<file path="src/verilog/core_defines.svh">
`ifndef CORE_DEFINES_SVH
`define CORE_DEFINES_SVH

`define XLEN     32
`define NREGS    32
`define RESET_PC 32'h0000_0000

// rv32i major opcodes
`define OP_LUI    7'b0110111
`define OP_JAL    7'b1101111
`define OP_BRANCH 7'b1100011
`define OP_LOAD   7'b0000011
`define OP_STORE  7'b0100011
`define OP_IMM    7'b0010011
`define OP_REG    7'b0110011
`define OP_SYSTEM 7'b1110011

`endif
</file>
<file path="src/verilog/core_pkg.sv">
`include "core_defines.svh"

package core_pkg;

    typedef enum logic [2:0] {
        ALU_ADD, ALU_SUB, ALU_AND, ALU_OR, ALU_XOR, ALU_SLT, ALU_PASS_B
    } alu_op_e;

    typedef enum logic [1:0] {WB_ALU, WB_MEM, WB_PC4} wb_sel_e;

    typedef enum logic [1:0] {BR_NONE, BR_EQ, BR_NE, BR_JAL} br_kind_e;

    // pending destination, seen by the hazard check
    typedef struct packed {
        logic       we;
        logic [4:0] rd;
    } dest_t;

    typedef struct packed {
        logic [`XLEN-1:0] pc;
        logic [`XLEN-1:0] op1;
        logic [`XLEN-1:0] op2;
        logic [`XLEN-1:0] rs2_data;
        logic [`XLEN-1:0] imm_b;
        alu_op_e          alu_op;
        br_kind_e         br_kind;
        logic             mem_read;
        logic             mem_write;
        logic             reg_we;
        logic [4:0]       rd;
        wb_sel_e          wb_sel;
        logic             ecall;
    } id_ex_t;

    typedef struct packed {
        logic [`XLEN-1:0] pc;
        logic [`XLEN-1:0] alu_result;
        logic [`XLEN-1:0] store_data;
        logic             taken;
        logic [`XLEN-1:0] target;
        logic             mem_read;
        logic             mem_write;
        logic             reg_we;
        logic [4:0]       rd;
        wb_sel_e          wb_sel;
        logic             ecall;
    } ex_mem_t;

    typedef struct packed {
        logic [`XLEN-1:0] pc;
        logic [`XLEN-1:0] alu_result;
        logic [`XLEN-1:0] load_data;
        logic             taken;
        logic [`XLEN-1:0] target;
        logic             reg_we;
        logic [4:0]       rd;
        wb_sel_e          wb_sel;
        logic             ecall;
    } mem_wb_t;

endpackage

</file>
<file path="src/verilog/pipe_if.sv">
`include "core_defines.svh"

// stage link, upstream owns valid and data
interface pipe_if #(
    parameter type payload_t = logic
) ();
    logic     valid;
    payload_t data;
    logic     hold;
    logic     kill;

    modport src (output valid, output data, input hold, input kill);
    modport dst (input valid, input data, input hold, input kill);
endinterface

// decode reads two operands from the register file
interface regread_if;
    logic [4:0]       rs1_addr;
    logic [4:0]       rs2_addr;
    logic [`XLEN-1:0] rs1_data;
    logic [`XLEN-1:0] rs2_data;

    modport client (output rs1_addr, output rs2_addr, input rs1_data, input rs2_data);
    modport server (input rs1_addr, input rs2_addr, output rs1_data, output rs2_data);
endinterface

</file>
<file path="src/verilog/core.sv">
`include "core_defines.svh"

module core (
    input  logic             clk,
    input  logic             rst,
    output logic             imem_req,
    output logic [`XLEN-1:0] imem_addr,
    input  logic             imem_ack,
    input  logic [`XLEN-1:0] imem_rdata,
    output logic             dmem_req,
    output logic             dmem_we,
    output logic [`XLEN-1:0] dmem_addr,
    output logic [`XLEN-1:0] dmem_wdata,
    input  logic             dmem_ack,
    input  logic [`XLEN-1:0] dmem_rdata,
    output logic             exit,
    output logic [`XLEN-1:0] gp
);
    import core_pkg::*;

    logic             mem_busy;
    logic             hazard_stall;
    logic             redirect;
    logic [`XLEN-1:0] redirect_pc;
    logic             inst_valid;
    logic [`XLEN-1:0] inst_pc;
    logic [`XLEN-1:0] inst;
    dest_t            ex_dest;
    dest_t            mem_dest;
    dest_t            wb_dest;

    pipe_if #(.payload_t(id_ex_t))  id_ex ();
    pipe_if #(.payload_t(ex_mem_t)) ex_mem ();
    pipe_if #(.payload_t(mem_wb_t)) mem_wb ();
    regread_if rf ();

    // stall and flush
    assign id_ex.hold  = mem_busy;
    assign id_ex.kill  = redirect;
    assign ex_mem.hold = mem_busy;
    assign ex_mem.kill = redirect;
    assign mem_wb.hold = 1'b0;
    assign mem_wb.kill = 1'b0;

    assign ex_dest  = '{we: id_ex.valid && id_ex.data.reg_we, rd: id_ex.data.rd};
    assign mem_dest = '{we: ex_mem.valid && ex_mem.data.reg_we, rd: ex_mem.data.rd};
    assign wb_dest  = '{we: mem_wb.valid && mem_wb.data.reg_we, rd: mem_wb.data.rd};

    // ******************************
    // fetch
    // ******************************
    fetch_stage u_fetch (
        .clk         (clk),
        .rst         (rst),
        .hold        (mem_busy || hazard_stall),
        .redirect    (redirect),
        .redirect_pc (redirect_pc),
        .imem_req    (imem_req),
        .imem_addr   (imem_addr),
        .imem_ack    (imem_ack),
        .imem_rdata  (imem_rdata),
        .inst_valid  (inst_valid),
        .inst_pc     (inst_pc),
        .inst        (inst)
    );

    // ******************************
    // decode
    // ******************************
    decode_stage u_decode (
        .clk          (clk),
        .rst          (rst),
        .inst_valid   (inst_valid),
        .inst_pc      (inst_pc),
        .inst         (inst),
        .hold         (id_ex.hold),
        .kill         (id_ex.kill),
        .hazard_stall (hazard_stall),
        .rf           (rf),
        .id_ex        (id_ex),
        .ex_dest      (ex_dest),
        .mem_dest     (mem_dest),
        .wb_dest      (wb_dest)
    );

    // ******************************
    // execute and memory
    // ******************************
    execute_stage u_execute (
        .clk    (clk),
        .rst    (rst),
        .id_ex  (id_ex),
        .ex_mem (ex_mem)
    );

    memory_stage u_memory (
        .clk        (clk),
        .rst        (rst),
        .ex_mem     (ex_mem),
        .mem_wb     (mem_wb),
        .mem_busy   (mem_busy),
        .dmem_req   (dmem_req),
        .dmem_we    (dmem_we),
        .dmem_addr  (dmem_addr),
        .dmem_wdata (dmem_wdata),
        .dmem_ack   (dmem_ack),
        .dmem_rdata (dmem_rdata)
    );

    // ******************************
    // writeback
    // ******************************
    writeback_stage u_writeback (
        .clk         (clk),
        .rst         (rst),
        .mem_wb      (mem_wb),
        .rf          (rf),
        .redirect    (redirect),
        .redirect_pc (redirect_pc),
        .exit        (exit),
        .gp          (gp)
    );

endmodule

</file>
<file path="src/verilog/writeback_stage.sv">
`include "core_defines.svh"

module writeback_stage (
    input  logic             clk,
    input  logic             rst,
    pipe_if.dst              mem_wb,
    regread_if.server        rf,
    output logic             redirect,
    output logic [`XLEN-1:0] redirect_pc,
    output logic             exit,
    output logic [`XLEN-1:0] gp
);
    import core_pkg::*;

    logic [`XLEN-1:0] regs [`NREGS];
    mem_wb_t          op;
    logic             fire;
    logic             we;
    logic [`XLEN-1:0] wdata;

    assign op   = mem_wb.data;
    assign fire = mem_wb.valid && !mem_wb.kill;
    assign we   = fire && op.reg_we && (op.rd != 5'd0);

    always_comb begin
        case (op.wb_sel)
            WB_MEM:  wdata = op.load_data;
            WB_PC4:  wdata = op.pc + 4;
            default: wdata = op.alu_result;
        endcase
    end

    always_ff @(posedge clk) begin
        if (we) begin
            regs[op.rd] <= wdata;
        end
    end

    // same-cycle write is visible to decode, x0 reads zero
    always_comb begin
        rf.rs1_data = (we && op.rd == rf.rs1_addr) ? wdata : regs[rf.rs1_addr];
        rf.rs2_data = (we && op.rd == rf.rs2_addr) ? wdata : regs[rf.rs2_addr];
        if (rf.rs1_addr == 5'd0) begin
            rf.rs1_data = '0;
        end
        if (rf.rs2_addr == 5'd0) begin
            rf.rs2_data = '0;
        end
    end

    assign redirect    = fire && op.taken;
    assign redirect_pc = op.target;
    assign gp          = regs[3];

    always_ff @(posedge clk) begin
        if (rst) begin
            exit <= 1'b0;
        end else if (fire && op.ecall) begin
            exit <= 1'b1;
        end
    end

    a_quiet_after_exit: assert property (@(posedge clk) disable iff (rst)
        exit |-> !fire);

endmodule

</file>
<file path="src/verilog/memory_stage.sv">
`include "core_defines.svh"

module memory_stage (
    input  logic             clk,
    input  logic             rst,
    pipe_if.dst              ex_mem,
    pipe_if.src              mem_wb,
    output logic             mem_busy,
    output logic             dmem_req,
    output logic             dmem_we,
    output logic [`XLEN-1:0] dmem_addr,
    output logic [`XLEN-1:0] dmem_wdata,
    input  logic             dmem_ack,
    input  logic [`XLEN-1:0] dmem_rdata
);
    import core_pkg::*;

    typedef enum logic [1:0] {M_IDLE, M_WAIT_ACK, M_WAIT_REL} mstate_e;

    mstate_e          state;
    ex_mem_t          op;
    mem_wb_t          res;
    logic             is_access;
    logic             released;
    logic [`XLEN-1:0] load_data;

    assign op        = ex_mem.data;
    assign is_access = ex_mem.valid && !ex_mem.kill && (op.mem_read || op.mem_write);
    // access finishes once ack has dropped
    assign released  = (state == M_WAIT_REL) && !dmem_ack;
    assign mem_busy  = (is_access && !released) || mem_wb.hold;

    // ex_mem is held for the whole access, so these stay stable
    assign dmem_we    = op.mem_write;
    assign dmem_addr  = op.alu_result;
    assign dmem_wdata = op.store_data;

    always_ff @(posedge clk) begin
        if (rst) begin
            state    <= M_IDLE;
            dmem_req <= 1'b0;
        end else begin
            case (state)
                M_IDLE: begin
                    if (is_access) begin
                        dmem_req <= 1'b1;
                        state    <= M_WAIT_ACK;
                    end
                end
                M_WAIT_ACK: begin
                    if (dmem_ack) begin
                        dmem_req  <= 1'b0;
                        load_data <= dmem_rdata;
                        state     <= M_WAIT_REL;
                    end
                end
                M_WAIT_REL: begin
                    if (!dmem_ack) begin
                        state <= M_IDLE;
                    end
                end
                default: state <= M_IDLE;
            endcase
        end
    end

    always_comb begin
        res.pc         = op.pc;
        res.alu_result = op.alu_result;
        res.load_data  = load_data;
        res.taken      = op.taken;
        res.target     = op.target;
        res.reg_we     = op.reg_we;
        res.rd         = op.rd;
        res.wb_sel     = op.wb_sel;
        res.ecall      = op.ecall;
    end

    always_ff @(posedge clk) begin
        if (rst) begin
            mem_wb.valid <= 1'b0;
        end else if (!mem_wb.hold) begin
            mem_wb.valid <= ex_mem.valid && !ex_mem.kill && !mem_busy;
        end
    end

    always_ff @(posedge clk) begin
        if (!mem_wb.hold) begin
            mem_wb.data <= res;
        end
    end

    a_req_after_release: assert property (@(posedge clk) disable iff (rst)
        $rose(dmem_req) |-> !dmem_ack);

endmodule

</file>
<file path="src/verilog/execute_stage.sv">
`include "core_defines.svh"

module execute_stage (
    input logic clk,
    input logic rst,
    pipe_if.dst id_ex,
    pipe_if.src ex_mem
);
    import core_pkg::*;

    id_ex_t           op;
    ex_mem_t          res;
    logic [`XLEN-1:0] alu;
    logic             taken;

    assign op = id_ex.data;

    always_comb begin
        case (op.alu_op)
            ALU_ADD: alu = op.op1 + op.op2;
            ALU_SUB: alu = op.op1 - op.op2;
            ALU_AND: alu = op.op1 & op.op2;
            ALU_OR:  alu = op.op1 | op.op2;
            ALU_XOR: alu = op.op1 ^ op.op2;
            ALU_SLT: alu = {{(`XLEN-1){1'b0}}, $signed(op.op1) < $signed(op.op2)};
            default: alu = op.op2;
        endcase
    end

    // branch compare on rs1 against rs2
    always_comb begin
        case (op.br_kind)
            BR_EQ:   taken = (op.op1 == op.rs2_data);
            BR_NE:   taken = (op.op1 != op.rs2_data);
            BR_JAL:  taken = 1'b1;
            default: taken = 1'b0;
        endcase
    end

    always_comb begin
        res.pc         = op.pc;
        res.alu_result = alu;
        res.store_data = op.rs2_data;
        res.taken      = taken;
        res.target     = op.pc + op.imm_b;
        res.mem_read   = op.mem_read;
        res.mem_write  = op.mem_write;
        res.reg_we     = op.reg_we;
        res.rd         = op.rd;
        res.wb_sel     = op.wb_sel;
        res.ecall      = op.ecall;
    end

    always_ff @(posedge clk) begin
        if (rst || ex_mem.kill) begin
            ex_mem.valid <= 1'b0;
        end else if (!ex_mem.hold) begin
            ex_mem.valid <= id_ex.valid;
        end
    end

    always_ff @(posedge clk) begin
        if (!ex_mem.hold) begin
            ex_mem.data <= res;
        end
    end

endmodule

</file>
<file path="src/verilog/decode_stage.sv">
`include "core_defines.svh"

module decode_stage (
    input  logic             clk,
    input  logic             rst,
    input  logic             inst_valid,
    input  logic [`XLEN-1:0] inst_pc,
    input  logic [`XLEN-1:0] inst,
    input  logic             hold,
    input  logic             kill,
    output logic             hazard_stall,
    regread_if.client        rf,
    pipe_if.src              id_ex,
    input  core_pkg::dest_t  ex_dest,
    input  core_pkg::dest_t  mem_dest,
    input  core_pkg::dest_t  wb_dest
);
    import core_pkg::*;

    logic [6:0]       opcode;
    logic [2:0]       funct3;
    logic [4:0]       rs1;
    logic [4:0]       rs2;
    logic [`XLEN-1:0] imm_i;
    logic [`XLEN-1:0] imm_s;
    logic [`XLEN-1:0] imm_b;
    logic [`XLEN-1:0] imm_u;
    logic [`XLEN-1:0] imm_j;
    logic             use_rs1;
    logic             use_rs2;
    logic             known;
    logic             raw;
    logic             issue;
    logic             halted;
    id_ex_t           dec;

    function automatic logic pending(dest_t d, logic [4:0] r);
        return d.we && (d.rd == r) && (r != 5'd0);
    endfunction

    assign opcode = inst[6:0];
    assign funct3 = inst[14:12];
    assign rs1    = inst[19:15];
    assign rs2    = inst[24:20];

    assign imm_i = {{20{inst[31]}}, inst[31:20]};
    assign imm_s = {{20{inst[31]}}, inst[31:25], inst[11:7]};
    assign imm_b = {{19{inst[31]}}, inst[31], inst[7], inst[30:25], inst[11:8], 1'b0};
    assign imm_u = {inst[31:12], 12'd0};
    assign imm_j = {{11{inst[31]}}, inst[31], inst[19:12], inst[20], inst[30:21], 1'b0};

    assign rf.rs1_addr = rs1;
    assign rf.rs2_addr = rs2;

    always_comb begin
        dec          = '0;
        dec.pc       = inst_pc;
        dec.op1      = rf.rs1_data;
        dec.op2      = rf.rs2_data;
        dec.rs2_data = rf.rs2_data;
        dec.rd       = inst[11:7];
        dec.alu_op   = ALU_ADD;
        dec.br_kind  = BR_NONE;
        dec.wb_sel   = WB_ALU;
        known        = 1'b1;
        use_rs1      = 1'b0;
        use_rs2      = 1'b0;
        case (opcode)
            `OP_REG, `OP_IMM: begin
                use_rs1    = 1'b1;
                use_rs2    = (opcode == `OP_REG);
                dec.reg_we = 1'b1;
                if (opcode == `OP_IMM) begin
                    dec.op2 = imm_i;
                end
                case (funct3)
                    3'b000:  dec.alu_op = (use_rs2 && inst[30]) ? ALU_SUB : ALU_ADD;
                    3'b010:  dec.alu_op = ALU_SLT;
                    3'b100:  dec.alu_op = ALU_XOR;
                    3'b110:  dec.alu_op = ALU_OR;
                    3'b111:  dec.alu_op = ALU_AND;
                    default: known = 1'b0;
                endcase
            end
            `OP_LUI: begin
                dec.op2    = imm_u;
                dec.alu_op = ALU_PASS_B;
                dec.reg_we = 1'b1;
            end
            `OP_LOAD: begin
                use_rs1      = 1'b1;
                dec.op2      = imm_i;
                dec.mem_read = 1'b1;
                dec.reg_we   = 1'b1;
                dec.wb_sel   = WB_MEM;
            end
            `OP_STORE: begin
                use_rs1       = 1'b1;
                use_rs2       = 1'b1;
                dec.op2       = imm_s;
                dec.mem_write = 1'b1;
            end
            `OP_BRANCH: begin
                use_rs1     = 1'b1;
                use_rs2     = 1'b1;
                dec.imm_b   = imm_b;
                dec.br_kind = funct3[0] ? BR_NE : BR_EQ;
                known       = (funct3[2:1] == 2'b00);
            end
            `OP_JAL: begin
                dec.imm_b   = imm_j;
                dec.br_kind = BR_JAL;
                dec.reg_we  = 1'b1;
                dec.wb_sel  = WB_PC4;
            end
            `OP_SYSTEM: dec.ecall = 1'b1;
            default:    known = 1'b0;
        endcase
        // anything unrecognised travels as a nop
        if (!known) begin
            dec.reg_we  = 1'b0;
            dec.br_kind = BR_NONE;
        end
    end

    assign raw = (use_rs1 && (pending(ex_dest, rs1) || pending(mem_dest, rs1) ||
                              pending(wb_dest, rs1))) ||
                 (use_rs2 && (pending(ex_dest, rs2) || pending(mem_dest, rs2) ||
                              pending(wb_dest, rs2)));

    // after an ecall nothing younger leaves decode
    assign hazard_stall = halted || (inst_valid && raw);
    assign issue        = inst_valid && !hazard_stall;

    always_ff @(posedge clk) begin
        if (rst || kill) begin
            id_ex.valid <= 1'b0;
            halted      <= 1'b0;
        end else if (!hold) begin
            id_ex.valid <= issue;
            if (issue && dec.ecall) begin
                halted <= 1'b1;
            end
        end
    end

    always_ff @(posedge clk) begin
        if (!hold) begin
            id_ex.data <= dec;
        end
    end

    a_known_opcode: assert property (@(posedge clk) disable iff (rst)
        issue && !hold && !kill |-> known);

endmodule

</file>
<file path="src/verilog/fetch_stage.sv">
`include "core_defines.svh"

module fetch_stage (
    input  logic             clk,
    input  logic             rst,
    input  logic             hold,
    input  logic             redirect,
    input  logic [`XLEN-1:0] redirect_pc,
    output logic             imem_req,
    output logic [`XLEN-1:0] imem_addr,
    input  logic             imem_ack,
    input  logic [`XLEN-1:0] imem_rdata,
    output logic             inst_valid,
    output logic [`XLEN-1:0] inst_pc,
    output logic [`XLEN-1:0] inst
);
    typedef enum logic [1:0] {F_IDLE, F_WAIT_ACK, F_WAIT_REL} fstate_e;

    fstate_e          state;
    logic [`XLEN-1:0] pc;
    logic             stale;
    logic             slot_free;

    // output slot empties whenever decode takes it
    assign slot_free = !inst_valid || !hold;

    always_ff @(posedge clk) begin
        if (rst) begin
            state      <= F_IDLE;
            pc         <= `RESET_PC;
            imem_req   <= 1'b0;
            stale      <= 1'b0;
            inst_valid <= 1'b0;
        end else begin
            if (!hold || redirect) begin
                inst_valid <= 1'b0;
            end
            case (state)
                F_IDLE: begin
                    if (!redirect) begin
                        imem_req  <= 1'b1;
                        imem_addr <= pc;
                        pc        <= pc + 4;
                        stale     <= 1'b0;
                        state     <= F_WAIT_ACK;
                    end
                end
                F_WAIT_ACK: begin
                    // in-flight fetch on the old path, drop it on arrival
                    if (redirect) begin
                        stale <= 1'b1;
                    end
                    if (imem_ack && slot_free) begin
                        imem_req <= 1'b0;
                        state    <= F_WAIT_REL;
                        if (!stale && !redirect) begin
                            inst_valid <= 1'b1;
                            inst_pc    <= imem_addr;
                            inst       <= imem_rdata;
                        end
                    end
                end
                F_WAIT_REL: begin
                    if (!imem_ack) begin
                        state <= F_IDLE;
                    end
                end
                default: state <= F_IDLE;
            endcase
            if (redirect) begin
                pc <= redirect_pc;
            end
        end
    end

    a_imem_addr_stable: assert property (@(posedge clk) disable iff (rst)
        imem_req |=> $stable(imem_addr));

endmodule

</file>
<file path="config.mk">
export PLATFORM = sky130hd
export DESIGN_NAME = core
export DESIGN_NICKNAME = d
export VERILOG_FILES = /design/src/verilog/core_pkg.sv /design/src/verilog/pipe_if.sv /design/src/verilog/core.sv /design/src/verilog/writeback_stage.sv /design/src/verilog/memory_stage.sv /design/src/verilog/execute_stage.sv /design/src/verilog/decode_stage.sv /design/src/verilog/fetch_stage.sv
export VERILOG_INCLUDE_DIRS = /design/src /design/src/verilog
export SDC_FILE = /design/constraint.sdc
export NUM_CORES = 2
export LEC_CHECK = 0
export ABC_AREA = 0
export BUFFER_PORTS_ARGS = -buffer_cell sky130_fd_sc_hd__buf_2
export CAP_MARGIN = 0
export CORE_MARGIN = 2
export CORE_UTILIZATION = 50
export CTS_BUF_LIST = sky130_fd_sc_hd__clkbuf_8
export CTS_CLUSTER_DIAMETER = 100
export DETAILED_ROUTE_END_ITERATION = 8
export PLACE_DENSITY = 0.74
export REMOVE_ABC_BUFFERS = 1
export SLEW_MARGIN = 0
export SYNTH_ARGS = -nofsm -noshare
export SYNTH_HDL_FRONTEND = slang
export SYNTH_SLANG_ARGS = --single-unit
</file>
<file path="constraint.sdc">
create_clock -name clk -period 7.35 [get_ports clk]
set_input_delay 0.735 -clock clk [delete_from_list [all_inputs] [get_ports clk]]
set_output_delay 0.735 -clock clk [all_outputs]
set_load 0.02 [all_outputs]
</file>
Yosys cells after proc, flatten, opt, wreduce, memory -nomap -nowiden
Memory sizes are Yosys's and may differ from the RTL's. A register that Yosys moved wholly into a read port is not among the register bits.
Cells that the tools add are included.
W data, S select, Z words.
{ "totals": {"ff_bits": 595, "mem_bits_rw": 1024, "inputBits": 68, "word_cells": 230, "memories": 1} }
{ "mem_list": {"columns": ["memory", "words", "word_bits", "rd", "rd_clocked_by_memory_dff", "write_ports", "line_no", "rtl"], "rows": [
  ["u_writeback.regs", 32, 32, 3, 2, 1, "writeback_stage.sv:15", "logic [`XLEN-1:0] regs [`NREGS];"]
]} }
{ "classes": {"add_sub_neg": 5, "n_lt_le_gt_ge": 1, "n_eq_ne": 41, "muxes": 48, "bitwise_logic": 6, "n_reduce_logical": 80} }
{ "op_table": {"columns": ["cell", "n"], "rows": [
  ["$pmux W32 S6", 1],
  ["$mux W32", 5],
  ["$pmux W32 S2", 2],
  ["$pmux W32 S4", 1],
  ["$add A32 B3 Y32 const B", 2],
  ["$add A32 B32 Y32", 2],
  ["$and A32 B32 Y32", 1],
  ["$eq A32 B32 Y1", 1],
  ["$logic_and A1 B1 Y1", 32],
  ["$lt A32 B32 Y1", 1],
  ["$ne A32 B32 Y1", 1],
  ["$or A32 B32 Y32", 1],
  ["$sub A32 B32 Y32", 1],
  ["$xor A32 B32 Y32", 1],
  ["$eq A5 B5 Y1", 6],
  ["$eq A7 B6 Y1 const B", 3],
  ["$eq A7 B7 Y1 const B", 3],
  ["$reduce_and A3 Y1", 7],
  ["$reduce_or A5 Y1", 4],
  ["$mux W1", 19],
  ["$eq A3 B3 Y1 const B", 5],
  ["$pmux W3 S5", 1],
  ["$reduce_bool A5 Y1", 3],
  ["$mux W2", 7],
  ["24 further kinds", 71]
]} }

Depth between registers and ports, before layout
{ "logic_depth": {"ltp_word": 16, "depth_mapped": 13} }

Modules after synthesis
A second synthesis with hierarchy kept.
{ "hier_totals": {"hier_cells": 4794, "hier_area_um2": 78713.0} }
{ "modules_own_cells": {"columns": ["module", "n_inst", "cells_each", "area_per_inst_um2", "seq_area_each_um2"], "rows": [
  ["writeback_stage", 1, 2552, 49820.3, 30769.5],
  ["execute_stage", 1, 1256, 11632.4, 4224.1],
  ["decode_stage", 1, 376, 6461.2, 4964.8],
  ["memory_stage", 1, 258, 5801.8, 5185.0],
  ["fetch_stage", 1, 347, 4968.5, 3623.5],
  ["core", 1, 5, 28.8, 0.0]
]} }

Worst setup path after synthesis
OpenSTA, ideal clock, no wires.
{ "synth_path": {"path_type": "input-to-reg", "start": "input dmem_ack", "end": "register u_memory.mem_wb.valid", "setup_ps": 96, "arrival_ps": 7477, "required_time_ps": 7254, "slack_ps": -223, "path_stages": 4, "cell_sequence": "inv_1 -> a31oi_1 -> inv_1 -> and3_1"} }
{ "synth_via": {"elab_chain_len": 6} }
{ "synth_rtl": {"columns": ["item", "line_no", "rtl"], "rows": [
  ["start, declared", "core.sv:14", "input logic dmem_ack,"],
  ["$logic_not A1 Y1", "memory_stage.sv:30", "assign released = (state == M_WAIT_REL) && !dmem_ack;"],
  ["$logic_and A1 B1 Y1", "memory_stage.sv:30", null],
  ["$logic_not A1 Y1", "memory_stage.sv:31", "assign mem_busy = (is_access && !released) || mem_wb.hold;"],
  ["$logic_and A1 B1 Y1", "memory_stage.sv:31", null],
  ["$logic_not A1 Y1", "memory_stage.sv:83", "mem_wb.valid <= ex_mem.valid && !ex_mem.kill && !mem_busy;"],
  ["$logic_and A1 B1 Y1", "memory_stage.sv:83", null],
  ["end, declared", "pipe_if.sv:12", "modport src (output valid, output data, input hold, input kill);"]
]} }
No other way between the ends.
A chain may end at the register's enable or synchronous reset.

Worst setup path after layout
{ "layout_path": {"start": "register u_fetch.inst[18]", "end": "register u_decode.id_ex.data[117] (netlist name)"} }
{ "layout_via": {"elab_chain_len": 1} }
{ "layout_rtl": {"columns": ["item", "line_no", "rtl"], "rows": [
  ["start, declared", "fetch_stage.sv:15", "output logic [`XLEN-1:0] inst"],
  ["start signal, assigned", "fetch_stage.sv:59", "inst <= imem_rdata;"],
  ["$logic_not A5 Y1", "writeback_stage.sv:43", "if (rf.rs1_addr == 5'd0) begin"]
]} }
Parallel ways exist; a longest one is shown, timed or not.

==> metrics.md <==
| Metric | Value |
|---|---|
| Largest vdd supply drop | `0.167 mV` |
| Post-route ant nets | `0` |
| Fraction of layout instances using a drive strength above 1 | `0.282` |
| CTS clock-pin slew for the worst setup and hold paths | `0.07 ns` |
| Number of global-route vias before repair | `45700` |
| Total of buffers placed on input and output ports | `199` |
| Status | `finished clean` |
| Busiest layer in global routing | `met2` |
| Mean area per synthesized cell | `16.8 µm²` |
| TritonCTS clock tree | `built` |
| Area of the core | `151000 µm²` |
| Full die area | `155000 µm²` |
| Element type at the critical path end | `flip-flop` |
| Total instance count after detailed placement | `6547` |
| Synth top area cells | `sky130_fd_sc_hd__edfxtp_1 58%, sky130_fd_sc_hd__mux4_2 19%, sky130_fd_sc_hd__dfxtp_1 4.9%` |
| Clock tree skew after final layout | `0.0991 ns` |
| Total number of clock tree sinks | `1642` |
| Category of cells accounting for the largest share of critical-path delay | `buffers and inverters` |
| Worst Setup Start Kind | `flip-flop` |
| Routed vias/inst | `6.61` |
| Number of antenna violations at the first check in global routing | `11` |
| Detailed-route wire length per cell | `31.6 µm` |
| Worst Tran Pin Value | `1.31 ns` |
| Area growth syn-to-layout | `11.9%` |
| Proportion of synthesized flip-flops having asynchronous set or reset | `0` |
| Die width | `394 µm` |
| Count of pins on the block boundary | `200` |
| Post-layout total power | `22.7 mW` |
| Type of the setup path with the least slack | `flip-flop to flip-flop` |
| Sequential element share of the synthesized area | `0.625` |
| WP buf/inv | `4` |
| Post-detail-place hpwl | `137000 µm` |
| Global placer's final weighted congestion | `0.945` |
| Routed wire length | `224000 µm` |
| Number of instances in the synthesized netlist | `4522` |
| Worst Path Arrival | `5.17 ns` |
| Postcts setup bufs | `0` |
| Share of the clock period used by the worst path | `0.624` |
| Fraction of met2 tracks used by global routing | `0.431` |
| Row cnt | `143` |
| Yosys reg bits | `1642` |
| Insertion delay to the later sink of the worst-skew pair | `1.01 ns` |
| Drc violations | `0` |
| Area share of the leading cell type in the synthesized netlist | `0.575` |
| Crit path top cell by count | `sky130_fd_sc_hd__buf_4` |
| Required time of the worst setup path | `7.93 ns` |
| Max Root-Sink Buffers | `4` |
| Cell type contributing the most total cell area after synthesis | `sky130_fd_sc_hd__edfxtp_1` |
| Number of max-slew violations in the final report | `0` |
| Main flop type after synthesis | `sky130_fd_sc_hd__edfxtp_1` |
| Areal power density over the cells | `267 nW/µm²` |
| Total track usage | `0.287` |
| Final net count | `5066` |
| F_max | `218 MHz` |
| Iteration-0 DRC Markers | `7047` |
| Number of buffers inserted during clock tree synthesis | `290` |
| Met3 Track Usage GR | `0.0878` |
| Starting density of the core | `0.502` |
| Slew headroom | `0.123` |
| Library cell with the highest instance count after synthesis | `sky130_fd_sc_hd__edfxtp_1` |
| Largest net degree at the start of global routing | `195` |
| # Max-Cap Violations | `0` |
| Min cycle time layout | `4.59 ns` |
| Cell area after synthesis | `76000 µm²` |
| Resized Gates After CTS | `0` |
| First-pass iteration count of the detailed router | `8` |
| Cell-by-cell listing of the critical path | `buf_4, clkinv_1, a221oi_1, nand4_1, buf_4, buf_4, a211oi_1` |
| Hold Crit Class | `input port to flip-flop` |
| Count of warnings emitted by yosys | `0` |
| Leak | `29.5 nW` |
| Global-route wire length before repair | `320000 µm` |
| Final setup viols | `0` |
| GRT met1 Usage | `0.386` |
| Overflow left after global routing | `0` |
| Critical path's slowest cell | `sky130_fd_sc_hd__a211oi_1` |
| Total via count after detailed routing | `46900` |
| Number of enable-type register cells in the synthesized netlist | `1455` |
| CTS Root Buffer Type | `sky130_fd_sc_hd__clkbuf_8` |
| Die Ht | `394 µm` |
| Hold-fix buffer count after cts | `55` |
| Max stage delay on crit path | `1.12 ns` |
| Final Hold Fails | `0` |
| Unrepaired setup endpoints after global routing | `false` |
| H-tree depth reported by CTS | `5` |
| Most numerous cell types in the synthesized netlist | `1455 x sky130_fd_sc_hd__edfxtp_1, 640 x sky130_fd_sc_hd__mux4_2, 255 x sky130_fd_sc_hd__nor2_1` |
| Post-synth cell types | `94` |
| Non-filler cells in the finished layout | `7093` |
| Largest fanout of any net on the critical path | `46` |
| Hold slack | `0.0913 ns` |
==> final cells by class <==
class	instances	area [µm²]
Antenna cell	6	15.0
Clock buffer	310	4270
Clock inverter	175	893
Fill cell	11500	66300
Inverter	139	532
Multi-Input combinational cell	2421	26800
Sequential cell	1642	47500
Tap cell	2030	2540
Timing Repair Buffer	370	2500
==> cell usage in the layout, fill, tap and decap left out, types with 21 or more instances in the layout <==
cell type	netlist	final
sky130_fd_sc_hd__edfxtp_1	1455	1455
sky130_fd_sc_hd__mux4_2	640	640
sky130_fd_sc_hd__clkbuf_8	0	310
sky130_fd_sc_hd__nor2_1	255	224
sky130_fd_sc_hd__inv_1	138	220
sky130_fd_sc_hd__buf_2	65	199
sky130_fd_sc_hd__dfxtp_1	187	182
sky130_fd_sc_hd__nand2_1	162	161
sky130_fd_sc_hd__o21ai_0	146	134
sky130_fd_sc_hd__ha_1	131	130
sky130_fd_sc_hd__a21oi_1	129	124
sky130_fd_sc_hd__buf_4	79	109
sky130_fd_sc_hd__a211oi_1	103	103
sky130_fd_sc_hd__xor2_1	92	92
sky130_fd_sc_hd__mux2i_1	74	74
sky130_fd_sc_hd__xnor2_1	63	63
sky130_fd_sc_hd__dlygate4sd3_1	0	55
sky130_fd_sc_hd__nor3_1	49	46
sky130_fd_sc_hd__clkinv_1	1	44
sky130_fd_sc_hd__nand3_1	43	43
sky130_fd_sc_hd__a22oi_1	39	39
sky130_fd_sc_hd__a21o_1	33	33
sky130_fd_sc_hd__nor2_4	0	32
sky130_fd_sc_hd__conb_1	1	32
sky130_fd_sc_hd__clkinv_2	0	31
sky130_fd_sc_hd__nand4_1	29	29
sky130_fd_sc_hd__and3_1	21	21
==> power breakdown <==
group / internal (mW) / switching [mW] / total [mW]
combinational: 1.08 / 2.18 / 3.26
sequential: 11.3 / 0.395 / 11.7
clock: 4.08 / 3.70 / 7.78
==> flip-flops by register name, indices dropped and copies added, names as in the netlist, 2 cells and up, named ones only <==
name                   count
u_writeback.regs        1024
u_decode.id_ex.data      164
u_execute.ex_mem.data    139
u_memory.mem_wb.data     137
u_fetch.imem_addr         32
u_fetch.inst              32
u_fetch.inst_pc           32
u_fetch.pc                32
u_memory.load_data        32
u_fetch.state              2
u_memory.state             2
==> cells by family (layout without fill, tap and decap cells) <==
family                   after synthesis  count (layout)  share of synthesized area
flip-flops                          1642            1642                      0.625
AO/OA/AOI/OAI                        690             690                     0.0621
multiplexers                         722             722                      0.201
AND/OR/NAND/NOR                      688             688                     0.0427
adder cells (fa/ha/maj)              134             134                     0.0224
other                                  1              38                  0.0000494
XOR/XNOR                             155             155                     0.0179
buffers and inverters                490             994                     0.0295
==> final timing paths <==
path	from	endpoint	slack, ns	cells past startpoint
worst max-delay path	u_fetch.inst[18]	u_decode.id_ex.data[117]	2.76	7
worst min-delay path	imem_rdata[7]	u_fetch.inst[7]	0.09	1
worst max register to register	u_fetch.inst[18]	u_decode.id_ex.data[117]	2.76	7
worst min register to register	u_execute.ex_mem.data[135]	u_memory.mem_wb.data[133]	0.27	0
==> stage by stage <==
step / setup TNS [ns] / setup slack (ns) / cell area (µm²) / utilization
after floorplan: -1203.74 / -6.20 / 74400 / -
after global placement: 0 / 3.13 / 79300 / 0.524
after detailed placement: 0 / 3.15 / 79300 / 0.524
after CTS: 0 / 3.12 / 85000 / 0.562
after global routing: 0 / 2.85 / 85000 / 0.562
final: 0 / 2.76 / 85000 / 0.562
==> layer usage <==
layer / wire length, µm / up-vias
li1: - / 18900
met1: 80600 / 24000
met2: 102000 / 3449
met3: 30200 / 549
met4: 10900 / 2
met5: 12 / -
Note: power is estimated with default switching activity, not from simulation.
